===== config.mk =====
export PLATFORM = sky130hd
export DESIGN_NAME = icache_fetch_sel
export DESIGN_NICKNAME = d
export VERILOG_FILES = /design/src/icache_pkg.sv /design/src/icache_fetch_sel.sv
export SDC_FILE = /design/constraint.sdc
export NUM_CORES = 1
export LEC_CHECK = 0
export BUFFER_PORTS_ARGS = -buffer_cell sky130_fd_sc_hd__buf_2
export CAP_MARGIN = 5
export CORE_AREA = 4 4 178 180
export DETAILED_ROUTE_END_ITERATION = 12
export DIE_AREA = 0 0 182 184
export PLACE_DENSITY = 0.42
export SYNTH_ARGS = -nofsm -noshare
export SYNTH_HDL_FRONTEND = slang
export SYNTH_SLANG_ARGS = --single-unit

===== constraint.sdc =====
create_clock -name clk -period 2.9 [get_ports clk]
set_clock_uncertainty 0.15 [all_clocks]
set_input_delay 0.145 -clock clk [delete_from_list [all_inputs] [get_ports clk]]
set_output_delay 0.145 -clock clk [all_outputs]
set_load 0.005 [all_outputs]

===== src/icache_pkg.sv =====
package icache_pkg;

    ////////////////////////////////////////////////////
    // widths
    ////////////////////////////////////////////////////

    // words per line is fixed at four
    localparam int offset_width = 2;

    // widest index the struct can carry
    localparam int index_max_width = 8;

    // tag of the narrowest index (two bits), the real tag is its upper part
    localparam int tag_max_width = 32 - 2 - offset_width - 2;

    typedef logic [31:0]                  addr_t;
    typedef logic [31:0]                  word_t;
    typedef logic [63:0]                  pair_t;
    typedef logic [127:0]                 line_t;
    typedef logic [tag_max_width-1:0]     tag_t;
    typedef logic [index_max_width-1:0]   index_t;
    typedef logic [offset_width-1:0]      offset_t;

    // addi x0, x0, 0
    localparam word_t nop_insn = 32'h0000_0013;

    ////////////////////////////////////////////////////
    // bundles
    ////////////////////////////////////////////////////

    typedef struct packed {
        tag_t    tag;
        index_t  index;
        offset_t offset;
        addr_t   addr;
    } icache_req_t;

    typedef struct packed {
        pair_t pair;
        logic  flag;
        logic  resp_valid;
    } icache_resp_t;

    typedef enum logic [2:0] {
        idle,
        lookup,
        miss_req,
        miss_wait,
        refill
    } ctrl_state_e;

endpackage


===== src/icache_fetch_sel.sv =====
`timescale 1ns/100ps

module icache_fetch_sel (
    input  logic                     clk,
    input  logic                     rst_n,
    input  logic                     stall,
    input  logic                     sel_way,
    input  logic                     sel_return,
    input  icache_pkg::line_t        line0,
    input  icache_pkg::line_t        line1,
    input  icache_pkg::line_t        mem_data,
    input  icache_pkg::offset_t      offset,
    input  logic                     resp_valid_in,
    output icache_pkg::icache_resp_t resp
);

    icache_pkg::line_t line_sel;
    icache_pkg::word_t word_lo;
    icache_pkg::word_t word_hi;
    icache_pkg::pair_t pair_cur;
    logic              flag_cur;
    icache_pkg::pair_t pair_q;
    logic              flag_q;

    // refill data bypasses the arrays
    always_comb begin
        if (sel_return) begin
            line_sel = mem_data;
        end else begin
            line_sel = sel_way ? line1 : line0;
        end
    end

    // word at the fetch address, then its neighbour if it is in the same half
    always_comb begin
        word_lo  = line_sel[32*offset +: 32];
        word_hi  = line_sel[32*{offset[1], 1'b1} +: 32];
        flag_cur = ~offset[0];
        pair_cur = flag_cur ? {word_hi, word_lo} : {icache_pkg::nop_insn, word_lo};
    end

    // last delivered pair
    always_ff @(posedge clk or negedge rst_n) begin
        if (!rst_n) begin
            pair_q <= {icache_pkg::nop_insn, icache_pkg::nop_insn};
            flag_q <= 1'b0;
        end else if (resp_valid_in && !stall) begin
            pair_q <= pair_cur;
            flag_q <= flag_cur;
        end
    end

    always_comb begin
        resp.pair       = (resp_valid_in && !stall) ? pair_cur : pair_q;
        resp.flag       = (resp_valid_in && !stall) ? flag_cur : flag_q;
        resp.resp_valid = resp_valid_in && !stall;
    end

endmodule


==> results by stage, run 1 <==
Synthesis:
- The net count after synthesis is just under 900.
- Counting flops with an async set or reset pin after synthesis yields a share of 1.00.
- The mean post-synth cell area is 11.7 µm².
- In the synthesized netlist the dominant register cell turns out to be dfrtp_1.
- By count the netlist is led by nand2_1 (90), mux2i_1 (70), mux4_2 (61).
- Of the post-synthesis cell area, the dominant cell type holds 0.263.
- The number of synthesized flops with an enable pin is 0.
- In the post-synthesis netlist, the biggest area contributors are dfrtp_1 (26%), mux4_2 (24%), mux2i_1 (12%).
- The most frequently used cell type in the post-synthesis netlist is nand2_1.
- The biggest area contributor in the post-synthesis netlist is dfrtp_1.
- The synthesized design contains 65 register bits.
- The cell area after technology mapping is 0.00561 mm².
- Yosys mapped the design onto 24 distinct sky130hd cell types.
- The cell count after synthesis is 479.
- Yosys printed 0 warnings.
- For this run, the register share of the synthesized area comes to 0.291.

STA:
- The worst pin sits at a relative slew slack of 0.408.
- The clock period minus final worst setup slack is around 2.1 ns.
- Dividing the final minimum period by the clock period gives 0.708.
- Based on the critical path, the design can be clocked at up to 487 MHz.
- For the pin with the worst max-slew slack, the measured transition is 0.889 ns.
- Setup repair after global routing left no endpoint under its margin.
- The sum of negative setup slack is 0 ns.
- The final number of max-transition violations is 0.
- The final hold violation count is 0.
- Setup violations remaining at the end of the flow were counted as 0.

Route:
- Using the TritonRoute via totals, the vias-per-cell ratio works out to 4.44.
- The first routing iteration left 220 violations.
- The first detailed-routing pass took 5 iterations.
- The number of remaining DRC errors is 0.
- The remaining antenna violation count is 0.
- The wire length reported by the detailed router is ~25 mm.
- The routed length per placed instance is 19.0 µm.
- Summing over every cut layer, the via total after detailed routing is 5814.

Pwr:
- In this run the power spent charging and discharging nets is 1000 µW.
- The relative contribution of combinational cells to total power is 0.349.
- The leakage power summed over all cells is ~0.0042 µW.
- The power per standard cell area is 388 mW/mm².
- The worst IR drop on VDD is ~170 µV.
- The internal portion of the total power is roughly 2300 µW.
- The switching share of power is 0.299.
- The sequential cell fraction of total power is 0.324.
- The design draws 3350 µW.
- The portion of total power attributed to the clock network is 0.327.

Floorplanning:
- The row count is 64.
- The die covers 0.0335 mm².
- The floorplan step set the die width to about 180 µm.
- The starting density of the core is 0.186.
- The core region is 0.0302 mm².
- The I/O pin count is around 460.
- The vertical die dimension is approximately 180 µm.

Job:
- Across the run, the number of max-cap violations was 0.

Clock tree:
- The H-tree generated during clock tree synthesis spans 3 levels.
- After clock tree synthesis, the clock-pin slew on the worst setup and hold paths is 0.06 ns.
- TritonCTS built the clock tree.
- The number of clock buffers added by TritonCTS is 9.
- The clock passes through at most 2 buffers.
- The cell sitting at the root of the clock tree is a clkbuf_16.
- At the later pin of the worst-skew pair, clock insertion delay measures 0.33 ns.
- The total setup buffers inserted after CTS is 0.
- The clock sink total is 65.

Cells and area:
- Of the cells placed in the final design, the portion with a size suffix greater than 1 is 0.666.
- The area growth from synthesis to layout is 53.8%.
- In the final design database the tool counted between 1000 and 1500 nets.

Global routing:
- The residual overflow from global routing is 0.
- The initial antenna violation count was 1.
- The overall routing resource usage is 0.140.
- The via count of the first global-routing pass came to between 6000 and 7000.
- The pin count of the biggest net entering global routing is 66.
- The global-route wire length before repair is 36.2 mm.

Min path:
- In this run the worst hold path is classified as input pin to register.

Place:
- After legalization and detailed placement, the total HPWL measured 20.3 mm.
- The congestion estimate from routability-driven global placement came to 0.801.
- The number of buffers added on ports is 457.

Setup path:
- The arrival time of the worst setup path is 1.76 ns.
- Of all nets on the critical path, the largest fanout is 36.
- Among all stages on the critical path, the largest delay is contributed by mux4_2.
- On the worst path, the slowest cell contributes a delay of 0.54 ns.
- The required time of the worst setup path is 2.61 ns.
- The worst setup path is captured at an output port.
- The kind of start point of the critical path is an input pin.
- Walking the worst path, the cells encountered are buf_4, buf_12, mux4_2, mux2i_1, o31ai_1, buf_2.
- The worst setup path is of the input pin to output port kind.

Status:
- The flow ran to the end, and the final reports show no timing, DRC or antenna violations.
-- state kept, by name (all words and copies together), names as in the netlist --
register	flops
pair_q	64
flag_q	1
-- power groups by stage --
stage	Clock (µW)	Combinational, µW	Sequential [µW]
after floorplan	0	606	1090
after global placement	0	1190	1100
after detailed placement	0	1200	1100
after CTS	1150	1200	1080
after global routing	1200	1290	1100
final	1090	1170	1080
-- layout by cell type (no fill, tap or decap), types with 4 or more instances in the layout --
cell / instances
buf_12: 8
buf_2: 453
buf_4: 6
clkbuf_16: 9
dfrtp_1: 59
dfstp_2: 6
mux2_2: 29
mux2i_1: 70
mux4_2: 61
nand2_1: 89
nor2_1: 4
o211ai_1: 31
o211ai_2: 27
o31ai_1: 29
-- final cells by class --
class | instances | area (µm²)
fillers | 3266 | 21600
multi-input cells | 361 | 3710
repair buffers | 469 | 2490
flip-flops and latches | 65 | 1630
well taps | 396 | 495
clock buffers | 13 | 250
clock inverters | 3 | 40.0
inverters | 1 | 3.75
diodes | 1 | 2.50
-- metrics by stage --
stage	instance area, µm²	hold WS [ns]	cells	utilization	worst slack [ns]
6_report	8630	0.0769	1309	0.286	0.845
2_1_floorplan	5610	-0.301	479	-	1.27
4_1_cts	8630	0.0620	1308	0.286	0.822
3_3_place_gp	8330	0.193	1291	0.276	0.842
5_1_grt	8630	0.102	1309	0.286	0.730
3_5_place_dp	8330	0.189	1291	0.276	0.828
-- critical path: cells and delay by family --
family | cells | cell delay [ns]
AOI/OAI and AO/OA | 1 | 0.17
buffers and inverters | 3 | 0.55
muxes | 2 | 0.83
-- routing by layer --
metal,wire length (µm),share of wire,up-vias,GRT usage
met3,1900,0.076,21,0.0334
met5,0,0,-,0
met4,509,0.020,0,0.0483
met2,12600,0.51,265,0.245
li1,-,-,2750,-
met1,9870,0.40,2778,0.169
-- path summary, 6_finish.rpt --
| kind | start | end | slack [ns] | cells after the start |
|---|---|---|---|---|
| max | sel_way | resp[65] | 0.85 | 6 |
| min | mem_data[78] | pair_q[14] | 0.08 | 5 |
| max reg2reg | pair_q[1] | pair_q[1] | 1.96 | 1 |
| min reg2reg | pair_q[62] | pair_q[62] | 0.32 | 2 |
| max in group asynchronous | rst_n | pair_q[3] | 1.66 | 2 |
| min in group asynchronous | rst_n | pair_q[26] | 0.33 | 2 |
-- logic make-up after synthesis --
kind of cell | count (synthesis) | share of synthesized area
AO/OA/AOI/OAI | 102 | 0.162
buffers and inverters | 53 | 0.0506
flip-flops | 65 | 0.291
multiplexers | 160 | 0.428
AND/OR/NAND/NOR | 99 | 0.0680
-- repair_timing --
action	CTS	global route
gates resized for setup	0	0
hold buffers	1	0
endpoints found under the hold margin	59	0
Power figures use the tool's default switching activity.
==> run 2, diff against run 1 <==
Settings changed: ABC_AREA set to 1, CORE_AREA 4 4 178 180 to 4 4 174 176, DIE_AREA 0 0 182 184 to 0 0 178 180, PLACE_DENSITY 0.42 to 0.51.
Clock period 2.9 ns to 1.8 ns, I/O delays scaled along.
==> run 2 against run 1 <==
Hold slack lost 0.061 ns. Sequential cell count did not move. Routed wire length increased by 35%. Sequential power rose by 60%. Worst setup slack got worse by 0.68 ns. Register-to-register slack worse by 1.3 ns. Clock power is 93% higher. Die area shrank 4.3%. Critical endpoint is now resp[22]. Largest cell class unchanged.
==> results by stage, run 2 <==
Status:
- The flow ran to the end, and the final reports show no timing, DRC or antenna violations.

STA:
- The final hold violation count was 0 (unchanged).
- Setup repair after global routing left no endpoint under its margin.
- The final worst-path cycle share is 0.906.
- The worst relative slew slack is 0.618 (+0.211).
- The final number of max-transition violations is 0 (unchanged).
- The sum of negative setup slack is 0 ns (unchanged).
- The clock period minus final worst setup slack is 1.63 ns.
- The transition time at the pin with the least slew margin is 0.573 ns (-0.316 ns).
- The final setup violation count came to 0 (unchanged).
- The worst hold margin is 0.0156 ns (-0.0614 ns).
- The highest clock frequency the design can meet is just over 600 MHz.

Pwr:
- The switching share of power is 0.340 (+0.0404).
- The relative contribution of combinational cells to total power is 0.375 (+0.026).
- The internal power of the cells was 4050 µW (+73%).
- The power dissipated by switching net loads is 2080 µW (+110%).
- The power per standard cell area is 602 mW/mm² (+55%).
- The portion of total power attributed to the clock network is 0.342 (+0.015).
- The leakage power summed over all cells came to 0.00646 µW (+53%).
- The sequential cell fraction of total power is 0.283 (-0.041).
- The worst IR drop on VDD is 491 µV (+180%).

Synthesis:
- The mean post-synth cell area was 5.12 µm² (-56%).
- The share of synthesized registers carrying an async set or reset came to 1.00 (unchanged).
- The fraction of synthesized cell area taken by the top area cell type is 0.327 (+0.0642).
- The number of distinct standard cells referenced by the synthesized netlist is 15 (-38%).
- The predominant post-synthesis flop cell is dfrtp_1.
- The net count after synthesis is 1739 (+100%).
- By area the synthesized netlist is led by nand2_1 (33%), dfrtp_1 (21%), inv_1 (11%).
- The cell count after synthesis is 1347 (+180%).
- The most frequently used cell type in the post-synthesis netlist is nand2_1.
- The cell area after technology mapping is 0.00690 mm² (+23%).
- The number of synthesized flops with an enable pin came to 0 (unchanged).
- The yosys synthesis warning count is 0 (unchanged).
- The largest total area in the synthesized netlist belongs to nand2_1.
- The count of state elements after synthesis is 65 (unchanged).
- The sequential element share of the synthesized area was 0.237 (-0.0546).
- The commonest cells after synthesis are nand2_1 (602), inv_1 (198), nor2_1 (162).

Cells and area:
- In the layout the commonest cells are nand2_1 (602), buf_2 (454), inv_1 (198).
- The number of standard cells in the layout, taps in and fillers out is 2174 (+66%).
- The number of flip-flops under the largest register name is 64 (unchanged).
- The register containing the most flip-flops in the final layout is pair_q.
- The final net count is 2174 (+67%).
- The leading cell type in the layout, fill and taps excluded is nand2_1.
- The fraction of layout instances using a drive strength above 1 is 0.290 (-0.375).
- The final design instance area without fill is 0.0102 mm² (+18%).
- The largest registers in the layout are pair_q x64, flag_q x1.
- The area growth from synthesis to layout is 47.6%.

Floorplanning:
- The die outline area is 0.0320 mm² (-4.3%).
- The chip width is 178 µm (-2.2%).
- The I/O pin count is 458 (unchanged).
- The row count is 62 (-3.1%).
- The starting density of the core was 0.241 (+0.0553).
- The vertical die dimension is 180 µm (-2.2%).
- The area inside the core boundary is 0.0286 mm² (-5.2%).

Global routing:
- The residual overflow from global routing is 0 (unchanged).
- The via count of the first global-routing pass is 9255 (+52%).
- The global-route wire length before repair came to 50.7 mm (+40%).
- The pin count of the biggest net entering global routing is 68 (+3.0%).
- The initial antenna violation count was 4 (+3).
- The overall routing resource usage is 0.199 (+0.0588).

Route:
- The remaining antenna violation count is 0 (unchanged).
- The routed length per placed instance came to 15.4 µm (-19%).
- The detailed-route via count is 9457 (+63%).
- The number of detailed-routing iterations run before antenna repair came to 5 (unchanged).
- The average vias per placed instance is 4.35 (-2.1%).
- The number of remaining DRC errors is 0 (unchanged).
- The wire length reported by the detailed router is 33.5 mm (+35%).
- The number of DRC markers in iteration 0 came to 389 (+77%).

Clock tree:
- The cell at the root of the clock tree is clkbuf_16.
- The depth of the CTS H-tree came to 3 (unchanged).
- The total setup buffers inserted after CTS is 0 (unchanged).
- The clock insertion delay at the later pin of the skew report is 0.33 ns (about the same).
- The buffer levels on the longest clock path was 2 (unchanged).
- TritonCTS built the clock tree.
- The clock sink total is 65 (unchanged).
- The clock edge transition at the registers on the reported setup and hold paths is 0.06 ns (about the same).
- The total CTS buffers is 9 (unchanged).

Setup path:
- The critical register-to-register path startpoint is pair_q[20].
- The classification of the worst setup path is input pin to output port.
- STA classifies the critical path endpoint as an output port.
- The kind of start point of the critical path is an input pin.
- The arrival time of the worst setup path is 1.39 ns (-0.37 ns).
- The start point of the critical path is sel_way.
- In this run the worst setup path terminates at resp[22].
- The worst-path maximum fanout was 52 (+44%).
- The endpoint identified for the worst register-to-register timing path is pair_q[20].
- The register-to-register setup slack came to 0.66 ns (-1.30 ns).
- The depth of the worst register-to-register path is 4 (+3).
- The required time of the worst setup path is 1.56 ns (-1.05 ns).

Min path:
- The path class of the lowest-slack min-delay path is input pin to register.
- The start point of the worst hold path is mem_data[84].

Job:
- The max-capacitance violation count is 0 (unchanged).

Place:
- The placer's final routability congestion estimate came to 0.914 (+14%).
- The number of buffers added on ports is 457 (unchanged).
- The detailed placement HPWL came to 27.0 mm (+33%).
- The number of instances in the placed design is 2135 (+65%).
- The placement-stage cell area is 0.00961 mm² (+15%).
-- run 2: worst min path at each step --
stage	endpoint	cells past startpoint
global placement	pair_q[43]	1
global route	pair_q[5]	5
CTS	pair_q[5]	5
floorplan	flag_q	0
detailed placement	pair_q[43]	1
finish	pair_q[20]	5
-- run 2: power groups by stage --
stage / registers [µW] / clock network, µW / logic [µW]
2_1_floorplan: 1750 / 0 / 1150
3_3_place_gp: 1760 / 0 / 2290
3_5_place_dp: 1760 / 0 / 2290
4_1_cts: 1730 / 2150 / 2340
5_1_grt: 1760 / 2220 / 2610
6_report: 1730 / 2100 / 2300
-- run 2: cell type report --
| cell class | count | area, µm² |
|---|---|---|
| diodes | 3 | 7.51 |
| fillers | 3357 | 18400 |
| clock buffers | 10 | 239 |
| repair buffers | 510 | 2910 |
| clock inverters | 6 | 115 |
| multi-input cells | 994 | 4030 |
| inverters | 202 | 766 |
| flip-flops and latches | 65 | 1630 |
| well taps | 384 | 480 |
-- run 2: stage by stage --
stage	util	setup WS [ns]	total power (µW)
after floorplan	-	0.602	2900
after global placement	0.336	-0.0253	4050
after detailed placement	0.336	-0.00146	4050
after CTS	0.355	0.0111	6230
after global routing	0.356	0.0254	6580
final	0.356	0.168	6130
-- run 2: worst max-delay path, stage by stage --
cell and delay, ns:
buf_4 0.14, inv_4 0.06, buf_12 0.17, nand2_1 0.10, nand3_1 0.07, nand2_1 0.06
nand2_1 0.11, a21oi_2 0.27, nand2_1 0.13, buf_2 0.16
-- run 2: per-layer routing --
layer | GRT usage | wire (µm) | share of wire
met4 | 0.0541 | 587 | 0.018
met1 | 0.257 | 14300 | 0.43
met2 | 0.338 | 16300 | 0.49
met5 | 0 | 7 | 0.00021
met3 | 0.0376 | 2330 | 0.069
-- run 2: logic make-up after synthesis --
family / synth area share
and+or+nand+nor: 0.511
buffers and inverters: 0.181
AOI/OAI and AO/OA: 0.0718
DFF: 0.237
-- run 2: repair_timing --
item,CTS,global route
endpoints found under the setup margin,1,1
hold buffers,20,0
gates resized for setup,1,2
pin swaps,0,0
hold endpoints to repair,52,0
